--- src/include/opl3_consts.svh ---
`ifndef OPL3_CONSTS_SVH
`define OPL3_CONSTS_SVH

// register addresses, bank 0 only
`define OPL3_REG_TIMER1     8'h02  // timer 1 preset
`define OPL3_REG_TIMER2     8'h03  // timer 2 preset
`define OPL3_REG_TIMER_CTRL 8'h04  // irq reset, masks, start bits

// control register bit positions
`define OPL3_BIT_RST_IRQ 7  // write-only command, clears both flags
`define OPL3_BIT_MASK1   6  // mask timer 1 overflow
`define OPL3_BIT_MASK2   5  // mask timer 2 overflow
`define OPL3_BIT_START2  1  // run timer 2
`define OPL3_BIT_START1  0  // run timer 1

// clk_host cycles per timer tick, keep the 1:4 ratio
`define OPL3_TICK1_CYCLES 40   // stands in for 80 us
`define OPL3_TICK2_CYCLES 160  // stands in for 320 us

`define OPL3_NUM_TIMERS 2  // timers in the generate loop

`define OPL3_TRICK_READS 50  // host reads that force the timer 1 flag

`endif

--- src/rtl/opl3_pkg.sv ---
`include "opl3_consts.svh"

package opl3_pkg;

    typedef logic [7:0] opl3_data_t;      // host bus byte and register data
    typedef logic [7:0] opl3_reg_addr_t;  // register index within a bank
    typedef logic       opl3_bank_t;      // 0 = bank 0, 1 = bank 1

    // one bit per timer, index 0 is timer 1
    typedef logic [`OPL3_NUM_TIMERS-1:0] opl3_timer_vec_t;

    // true when a latched write targets the given bank 0 register
    function automatic logic is_bank0_reg(
        input opl3_bank_t     bank,
        input opl3_reg_addr_t addr,
        input opl3_reg_addr_t target
    );
        return (bank == 1'b0) && (addr == target);
    endfunction

endpackage

--- src/rtl/opl3_host_if.sv ---
`include "opl3_consts.svh"

module opl3_host_if (
    input  logic                      clk_host,
    input  logic                      arst_n,
    input  logic                      ic_n,
    input  logic                      cs_n,
    input  logic                      rd_n,
    input  logic                      wr_n,
    input  logic [1:0]                address,
    input  opl3_pkg::opl3_data_t      din,
    output logic                      reg_wr_valid,
    output opl3_pkg::opl3_bank_t      reg_wr_bank,
    output opl3_pkg::opl3_reg_addr_t  reg_wr_addr,
    output opl3_pkg::opl3_data_t      reg_wr_data,
    output logic                      host_rd,
    output opl3_pkg::opl3_timer_vec_t load,
    output opl3_pkg::opl3_data_t      preset_data,
    output opl3_pkg::opl3_timer_vec_t ctrl_wr,
    output opl3_pkg::opl3_timer_vec_t start_bits,
    output opl3_pkg::opl3_timer_vec_t mask_bits,
    output logic                      rst_irq
);
    import opl3_pkg::*;

    logic wr;        // write strobe active
    logic rd;        // read strobe active
    logic wr_q;      // strobe history for edge detect
    logic rd_q;
    logic wr_rise;   // first cycle of a write
    logic rd_start;  // first cycle of a read
    logic ctrl_sel;  // data write to the control register
    logic irq_cmd;   // control write is a reset-interrupt command

    assign wr       = ~cs_n & ~wr_n;
    assign rd       = ~cs_n & ~rd_n;
    assign wr_rise  = wr & ~wr_q;  // long strobe counts once
    assign rd_start = rd & ~rd_q;

    always_ff @(posedge clk_host or negedge arst_n) begin
        if (!arst_n) begin
            wr_q         <= 1'b0;
            rd_q         <= 1'b0;
            host_rd      <= 1'b0;
            reg_wr_valid <= 1'b0;
            reg_wr_bank  <= 1'b0;
            reg_wr_addr  <= '0;
            reg_wr_data  <= '0;
        end else if (!ic_n) begin
            wr_q         <= 1'b0;
            rd_q         <= 1'b0;
            host_rd      <= 1'b0;
            reg_wr_valid <= 1'b0;
            reg_wr_bank  <= 1'b0;
            reg_wr_addr  <= '0;
            reg_wr_data  <= '0;
        end else begin
            wr_q         <= wr;
            rd_q         <= rd;
            host_rd      <= rd_start;  // one pulse per read access
            reg_wr_valid <= 1'b0;
            if (wr_rise) begin
                if (!address[0]) begin  // address phase
                    reg_wr_bank <= address[1];
                    reg_wr_addr <= din;
                end else begin          // data phase, fires the write
                    reg_wr_valid <= 1'b1;
                    reg_wr_data  <= din;
                end
            end
        end
    end

    // timer register decode, same cycle as reg_wr_valid
    assign ctrl_sel = reg_wr_valid & is_bank0_reg(reg_wr_bank, reg_wr_addr, `OPL3_REG_TIMER_CTRL);
    assign irq_cmd  = reg_wr_data[`OPL3_BIT_RST_IRQ];

    assign load[0] = reg_wr_valid & is_bank0_reg(reg_wr_bank, reg_wr_addr, `OPL3_REG_TIMER1);
    assign load[1] = reg_wr_valid & is_bank0_reg(reg_wr_bank, reg_wr_addr, `OPL3_REG_TIMER2);
    assign preset_data = reg_wr_data;

    // bit 7 set means irq reset only, the rest of the byte is ignored
    assign rst_irq    = ctrl_sel & irq_cmd;
    assign ctrl_wr    = {`OPL3_NUM_TIMERS{ctrl_sel & ~irq_cmd}};
    assign start_bits = irq_cmd ? '0 : {reg_wr_data[`OPL3_BIT_START2],
                                        reg_wr_data[`OPL3_BIT_START1]};
    assign mask_bits  = irq_cmd ? '0 : {reg_wr_data[`OPL3_BIT_MASK2],
                                        reg_wr_data[`OPL3_BIT_MASK1]};

endmodule

--- src/rtl/opl3_tick_gen.sv ---
`include "opl3_consts.svh"

module opl3_tick_gen (
    input  logic                      clk_host,
    input  logic                      arst_n,
    input  logic                      ic_n,
    output opl3_pkg::opl3_timer_vec_t tick
);
    localparam int BASE_CYCLES = `OPL3_TICK1_CYCLES;
    localparam int DIV         = `OPL3_TICK2_CYCLES / `OPL3_TICK1_CYCLES;  // 4
    localparam int BASE_W      = $clog2(BASE_CYCLES);
    localparam int DIV_W       = $clog2(DIV);

    logic [BASE_W-1:0] base_cnt;   // clk_host cycles within one timer 1 tick
    logic [DIV_W-1:0]  div_cnt;    // timer 1 ticks within one timer 2 tick
    logic              base_wrap;

    assign base_wrap = (base_cnt == BASE_W'(BASE_CYCLES - 1));

    always_ff @(posedge clk_host or negedge arst_n) begin
        if (!arst_n) begin
            base_cnt <= '0;
            div_cnt  <= '0;
            tick     <= '0;
        end else if (!ic_n) begin
            base_cnt <= '0;
            div_cnt  <= '0;
            tick     <= '0;
        end else begin
            base_cnt <= base_wrap ? '0 : base_cnt + 1'b1;
            if (base_wrap) begin
                div_cnt <= (div_cnt == DIV_W'(DIV - 1)) ? '0 : div_cnt + 1'b1;
            end
            tick[0] <= base_wrap;                                  // 80 us tick
            tick[1] <= base_wrap && (div_cnt == DIV_W'(DIV - 1));  // 320 us tick
        end
    end

endmodule

--- src/rtl/opl3_timer.sv ---
module opl3_timer (
    input  logic                 clk_host,
    input  logic                 arst_n,
    input  logic                 ic_n,
    input  logic                 tick,
    input  logic                 load,
    input  logic                 ctrl_wr,
    input  logic                 start,
    input  opl3_pkg::opl3_data_t preset_data,
    output logic                 ovf
);
    import opl3_pkg::*;

    opl3_data_t preset;  // reload value from reg 0x02 or 0x03
    opl3_data_t count;   // counts up, overflows after 8'hff
    logic       run;

    always_ff @(posedge clk_host or negedge arst_n) begin
        if (!arst_n) begin
            preset <= '0;
            count  <= '0;
            run    <= 1'b0;
            ovf    <= 1'b0;
        end else if (!ic_n) begin
            preset <= '0;
            count  <= '0;
            run    <= 1'b0;
            ovf    <= 1'b0;
        end else begin
            ovf <= 1'b0;
            if (load) begin
                preset <= preset_data;  // takes effect on next start or wrap
            end

            if (ctrl_wr) begin
                run <= start;
                if (start) begin
                    count <= preset;  // a start always restarts from the preset
                end
            end else if (run && tick) begin
                if (count == 8'hff) begin
                    count <= preset;
                    ovf   <= 1'b1;
                end else begin
                    count <= count + 8'd1;
                end
            end
        end
    end

endmodule

--- src/rtl/opl3_status.sv ---
module opl3_status (
    input  logic                      clk_host,
    input  logic                      arst_n,
    input  logic                      ic_n,
    input  opl3_pkg::opl3_timer_vec_t ovf,
    input  opl3_pkg::opl3_timer_vec_t mask_bits,
    input  opl3_pkg::opl3_timer_vec_t ctrl_wr,
    input  logic                      rst_irq,
    input  logic                      force_ovf1,
    input  logic                      rd,
    input  logic                      address,   // bus address bit 0
    output opl3_pkg::opl3_data_t      dout,
    output logic                      irq_n
);
    import opl3_pkg::*;

    opl3_timer_vec_t mask_q;    // per-timer overflow mask
    opl3_timer_vec_t flag;      // sticky overflow flags
    opl3_timer_vec_t flag_set;  // unmasked overflow or forced
    logic            irq;

    always_comb begin
        flag_set    = ovf & ~mask_q;
        flag_set[0] = flag_set[0] | force_ovf1;  // detection trick hits timer 1 only
    end

    always_ff @(posedge clk_host or negedge arst_n) begin
        if (!arst_n) begin
            mask_q <= '0;
            flag   <= '0;
        end else if (!ic_n) begin
            mask_q <= '0;
            flag   <= '0;
        end else begin
            mask_q <= (ctrl_wr & mask_bits) | (~ctrl_wr & mask_q);
            if (rst_irq) begin
                flag <= '0;  // clear wins over a set in the same cycle
            end else begin
                flag <= flag | flag_set;
            end
        end
    end

    assign irq   = |flag;
    assign irq_n = ~irq;

    // status byte: irq, flag 1, flag 2, unused low bits
    assign dout = (rd && !address) ? {irq, flag[0], flag[1], 5'b0_0000} : '0;

endmodule

--- src/rtl/trick_sw_detection.sv ---
`include "opl3_consts.svh"

module trick_sw_detection (
    input  logic                     clk_host,
    input  logic                     arst_n,
    input  logic                     ic_n,
    input  logic                     reg_wr_valid,
    input  opl3_pkg::opl3_bank_t     reg_wr_bank,
    input  opl3_pkg::opl3_reg_addr_t reg_wr_addr,
    input  opl3_pkg::opl3_data_t     reg_wr_data,
    input  logic                     host_rd,
    output logic                     force_ovf1
);
    import opl3_pkg::*;

    localparam int CNT_W = $clog2(`OPL3_TRICK_READS);

    opl3_data_t       timer1_mirror;  // copy of the timer 1 preset
    logic [CNT_W-1:0] rd_cnt;         // host reads since arming
    logic             armed;
    logic             start1_wr;      // control write that starts timer 1
    logic             last_rd;        // read that reaches the trigger count

    assign start1_wr = reg_wr_valid
                     & is_bank0_reg(reg_wr_bank, reg_wr_addr, `OPL3_REG_TIMER_CTRL)
                     & ~reg_wr_data[`OPL3_BIT_RST_IRQ]
                     & reg_wr_data[`OPL3_BIT_START1];
    assign last_rd   = armed & host_rd & (rd_cnt == CNT_W'(`OPL3_TRICK_READS - 1));

    always_ff @(posedge clk_host or negedge arst_n) begin
        if (!arst_n) begin
            timer1_mirror <= '0;
            rd_cnt        <= '0;
            armed         <= 1'b0;
            force_ovf1    <= 1'b0;
        end else if (!ic_n) begin
            timer1_mirror <= '0;
            rd_cnt        <= '0;
            armed         <= 1'b0;
            force_ovf1    <= 1'b0;
        end else begin
            force_ovf1 <= last_rd;  // single pulse, one cycle after the last read
            if (reg_wr_valid && is_bank0_reg(reg_wr_bank, reg_wr_addr, `OPL3_REG_TIMER1)) begin
                timer1_mirror <= reg_wr_data;
            end

            if (start1_wr) begin
                armed  <= (timer1_mirror == 8'hff);  // only the max preset is a probe
                rd_cnt <= '0;
            end else if (reg_wr_valid || last_rd) begin
                armed  <= 1'b0;  // any other write cancels, firing disarms
                rd_cnt <= '0;
            end else if (armed && host_rd) begin
                rd_cnt <= rd_cnt + 1'b1;
            end
        end
    end

endmodule

--- src/rtl/opl3_timers_top.sv ---
`include "opl3_consts.svh"

module opl3_timers_top (
    input  logic                 clk_host,
    input  logic                 arst_n,
    input  logic                 ic_n,
    input  logic                 cs_n,
    input  logic                 rd_n,
    input  logic                 wr_n,
    input  logic [1:0]           address,
    input  opl3_pkg::opl3_data_t din,
    output opl3_pkg::opl3_data_t dout,
    output logic                 irq_n
);
    import opl3_pkg::*;

    logic            reg_wr_valid;  // decoded register write
    opl3_bank_t      reg_wr_bank;
    opl3_reg_addr_t  reg_wr_addr;
    opl3_data_t      reg_wr_data;
    logic            host_rd;       // one pulse per host read
    opl3_timer_vec_t load;
    opl3_data_t      preset_data;
    opl3_timer_vec_t ctrl_wr;
    opl3_timer_vec_t start_bits;
    opl3_timer_vec_t mask_bits;
    logic            rst_irq;
    opl3_timer_vec_t tick;
    opl3_timer_vec_t ovf;
    logic            force_ovf1;    // detection trick pulse

    opl3_host_if u_host_if (
        .clk_host     (clk_host),
        .arst_n       (arst_n),
        .ic_n         (ic_n),
        .cs_n         (cs_n),
        .rd_n         (rd_n),
        .wr_n         (wr_n),
        .address      (address),
        .din          (din),
        .reg_wr_valid (reg_wr_valid),
        .reg_wr_bank  (reg_wr_bank),
        .reg_wr_addr  (reg_wr_addr),
        .reg_wr_data  (reg_wr_data),
        .host_rd      (host_rd),
        .load         (load),
        .preset_data  (preset_data),
        .ctrl_wr      (ctrl_wr),
        .start_bits   (start_bits),
        .mask_bits    (mask_bits),
        .rst_irq      (rst_irq)
    );

    opl3_tick_gen u_tick_gen (
        .clk_host (clk_host),
        .arst_n   (arst_n),
        .ic_n     (ic_n),
        .tick     (tick)
    );

    // timer 1 on index 0, timer 2 on index 1
    for (genvar i = 0; i < `OPL3_NUM_TIMERS; i++) begin : g_timer
        opl3_timer u_timer (
            .clk_host    (clk_host),
            .arst_n      (arst_n),
            .ic_n        (ic_n),
            .tick        (tick[i]),
            .load        (load[i]),
            .ctrl_wr     (ctrl_wr[i]),
            .start       (start_bits[i]),
            .preset_data (preset_data),
            .ovf         (ovf[i])
        );
    end

    opl3_status u_status (
        .clk_host   (clk_host),
        .arst_n     (arst_n),
        .ic_n       (ic_n),
        .ovf        (ovf),
        .mask_bits  (mask_bits),
        .ctrl_wr    (ctrl_wr),
        .rst_irq    (rst_irq),
        .force_ovf1 (force_ovf1),
        .rd         (~(cs_n | rd_n)),  // read strobe level
        .address    (address[0]),
        .dout       (dout),
        .irq_n      (irq_n)
    );

    trick_sw_detection u_trick_sw_detection (
        .clk_host     (clk_host),
        .arst_n       (arst_n),
        .ic_n         (ic_n),
        .reg_wr_valid (reg_wr_valid),
        .reg_wr_bank  (reg_wr_bank),
        .reg_wr_addr  (reg_wr_addr),
        .reg_wr_data  (reg_wr_data),
        .host_rd      (host_rd),
        .force_ovf1   (force_ovf1)
    );

endmodule

--- config.mk ---
export PLATFORM = sky130hd
export DESIGN_NAME = opl3_timers_top
export DESIGN_NICKNAME = d
export VERILOG_FILES = /design/src/rtl/opl3_pkg.sv /design/src/rtl/opl3_host_if.sv /design/src/rtl/opl3_tick_gen.sv /design/src/rtl/opl3_timer.sv /design/src/rtl/opl3_status.sv /design/src/rtl/trick_sw_detection.sv /design/src/rtl/opl3_timers_top.sv
export VERILOG_INCLUDE_DIRS = /design/src /design/src/include
export SDC_FILE = /design/constraint.sdc
export NUM_CORES = 1
export LEC_CHECK = 0
export BUFFER_PORTS_ARGS = -buffer_cell sky130_fd_sc_hd__buf_2
export CORE_AREA = 4 4 90 92
export CTS_BUF_LIST = sky130_fd_sc_hd__clkbuf_8
export DETAILED_ROUTE_END_ITERATION = 16
export DIE_AREA = 0 0 94 96
export PLACE_DENSITY = 0.76
export SLEW_MARGIN = 25
export SYNTH_ARGS = -nofsm -noshare
export SYNTH_HDL_FRONTEND = slang
export SYNTH_SLANG_ARGS = --single-unit
--- constraint.sdc ---
create_clock -name clk_host -period 2.4 [get_ports clk_host]
set_input_delay 0.36 -clock clk_host [delete_from_list [all_inputs] [get_ports clk_host]]
set_output_delay 0.36 -clock clk_host [all_outputs]
set_load 0.05 [all_outputs]
==> reports/results.ini <==
[drt]
drt_iter0_markers = 124
wire_per_inst_um = 15.1
drcViolationCount = 0
vias_per_cell = 5.62
via_count = 2861
firstDrtPassIters = 5
ant_nets = 0
drt_wl_total_mm = 7.68

[logic_synthesis]
synthTopCellsByArea = dfrtp_1 (52%), mux2i_1 (7.9%), nor2_1 (4.9%), nand2_1 (4.2%), a21oi_1 (3.1%)
yosys_warnings = 0
synth_seq_cells = 79
synth_top_area_cell = dfrtp_1
ys_seq_area_share_pct = 51.7
netlist_area_mm2 = 0.00382
post-synth-top-area-fraction_pct = 51.7
synthCells = 386
synth_cell_type_count = 49
syn_avg_cell_area_um2 = 9.90

[sta]
fmax_mhz = 509
finalClockSkew_ps = 10.9
tns_ps = 0
holdWs_ps = 197
worstMarginPinSlew_ps = 511
slew_headroom_pct = 65.9
rsz0062_at_grt = false
setup_viol = 0
fin_crit_ps = 1960
hold_viol = 0
fin_crit_sh_pct = 81.8
slew_viol_final = 0

[clock_tree]
cts_root_buffer = clkbuf_8
cts.sinks = 79
postCtsSetupBuffers = 0
cts_hold_buf = 1
clockBufferDepth = 2
numCtsBuffers = 9
ctsResizeCount = 0
tritoncts = built
path_clk_slew_ps = 80
htree_num_levels = 3
clk-insertion-delay-late_ps = 350

[run]
drv_cap = 0

[die]
initial_core_util_pct = 53.0
die-height_um = 96
ios = 25
dieArea_mm2 = 0.00902
core_mm2 = 0.00721
die_width_um = 94
rows = 31

[global_routing]
grt_max_degree = 56
track_usage_pct = 19.5
first_global_vias = 2845
antenna_found_initial = 0
grt_pass1_wl_mm = 13.6
overflow = 0

[power_and_ir_drop]
power.density_mw_per_mm2 = 599
p_leak_nw = 1.95
vdd_drop_max_mv = 0.336

[worst_setup_path]
endpoint_kind = flip-flop
r2r_slack_ps = 440
crit_start = u_host_if.reg_wr_addr[0]$_DFFE_PN0P_
r2r_start = u_host_if.reg_wr_addr[0]$_DFFE_PN0P_
required_ps = 2670
critPathArrivalTime_ps = 2240
worstSetupPathType = reg -> reg
start_kind = flip-flop
timing.rr.end = g_timer[0].u_timer.count[5]$_DFFE_PN0P_
cp-endpoint = g_timer[0].u_timer.count[5]$_DFFE_PN0P_
reg2reg_depth = 6
path_max_fanout = 13

[layout]
final_cell_mix = dfrtp_1 (79), nor2_1 (50), nand2_1 (43)
antennaDiodeCount = 0
area_growth_pct = 11.5
nets = 428
fillers = 633
regArea_mm2 = 0.00198
final_common_cell = dfrtp_1
drive_gt1_share_pct = 12.0
multi_input_area_mm2 = 0.00173

[placed_design]
routabilityCongestion = 0.906
port_buffers = 19
dpl.hpwl_mm = 5.38

[worst_hold_path]
hp-class = in -> reg
min_from = rd_n

[outcome]
outcome = finished, final reports clean

[sequential cells by signal, indices dropped and copies added, names as in the netlist]
| name | count |
|---|---|
| u_host_if.preset_data | 8 |
| u_host_if.wr_q | 1 |
| g_timer.u_timer.count | 16 |
| u_trick_sw_detection.armed | 1 |
| g_timer.u_timer.ovf | 2 |
| u_trick_sw_detection.rd_cnt | 6 |
| u_trick_sw_detection.timer1_mirror | 7 |
| u_host_if.rd_q | 1 |
| g_timer.u_timer.run | 2 |
| u_host_if.host_rd | 1 |
| u_host_if.reg_wr_bank | 1 |
| u_status.mask_q | 2 |
| u_trick_sw_detection.force_ovf1 | 1 |
| u_host_if.reg_wr_valid | 1 |
| u_tick_gen.div_cnt | 2 |
| u_status.flag | 2 |
| g_timer.u_timer.preset | 9 |
| u_host_if.reg_wr_addr | 8 |
| u_tick_gen.tick | 2 |
| u_tick_gen.base_cnt | 6 |
[routing by layer]
metal  GRT usage, %  part of all wire (%)  up-vias
li1               -                     -     1383
met1           25.8                    47     1414
met2           30.9                    48       53
met3           6.49                   3.8       11
met4           5.42                   1.2        0
met5              0                     0        -
[cell type report]
class | instances | share of cell area (%)
clock inverters | 5 | 1.73
multi-input cells | 283 | 40.6
clock buffers | 10 | 3.23
well taps | 99 | 2.91
inverters | 3 | 0.264
repair buffers | 30 | 4.87
flip-flops and latches | 79 | 46.4
[through the flow]
stage	cell area (µm²)	util [%]	setup WS [ps]	total power, mW	std cells
after global placement	4040	56.0	543	1.53	493
after floorplan	3840	-	676	1.46	390
after CTS	4260	59.1	457	2.59	509
after global routing	4260	59.1	234	2.67	509
final	4260	59.1	436	2.55	509
after detailed placement	4040	56.0	485	1.53	493
[worst min path at each step]
stage | endpoint | slack, ps | cells after the start
2_1_floorplan | g_timer[0].u_timer.count[0]$_DFFE_PN0P_ | 60 | 0
3_3_place_gp | u_trick_sw_detection.rd_cnt[2]$_DFFE_PN0P_ | 370 | 1
3_5_place_dp | u_trick_sw_detection.rd_cnt[2]$_DFFE_PN0P_ | 370 | 1
4_1_cts | u_host_if.rd_q$_DFF_PN0_ | 180 | 2
5_1_grt | u_host_if.rd_q$_DFF_PN0_ | 170 | 2
6_report | u_host_if.rd_q$_DFF_PN0_ | 200 | 2
[cells in the mapped netlist, drive strengths merged]
library cell	count
o21bai	1
nor2	50
nand4	5
a211oi	6
a32o	1
and3	4
conb	1
or2	2
o211a	1
and2	7
a221oi	1
xnor2	5
a41oi	1
a22oi	1
nor2b	3
or3	1
a31oi	2
xor2	7
inv	3
nand4bb	1
buf	13
clkbuf	12
and4b	1
mux2	1
nand3b	1
o21ai	21
nand3	10
o31a	1
mux2i	30
o22ai	1
a21oi	24
dfrtp	79
nor4b	7
nor4	3
a21o	1
nor3	15
nand4b	2
o41ai	1
o211ai	4
nor3b	4
ha	6
o21a	3
nand2	43
[critical path, stage by stage, from the launching register on]
cell and delay [ps]:
dfrtp_1 430, nor3b_1 390, nand4b_1 150, buf_4 210, mux2i_1 390, a221oi_1 110
o21ai_0 190
[power by group]
| group | switching (mW) | internal (mW) |
|---|---|---|
| clock network | 0.449 | 0.601 |
| registers | 0.0178 | 1.35 |
| logic | 0.0970 | 0.0421 |
[cells by family (layout without fill, tap and decap cells)]
group	Yosys count	in the layout	synth area share (%)
muxes	31	31	8.15
and+or+nand+nor	159	159	20.6
buffers and inverters	28	48	3.73
AOI/OAI and AO/OA	70	70	11.0
DFF	79	79	51.7
adders and majority gates	6	6	1.96
xor gates and xnor gates	12	12	2.75
other	1	5	0.0981
(Power assumes the default switching activity.)
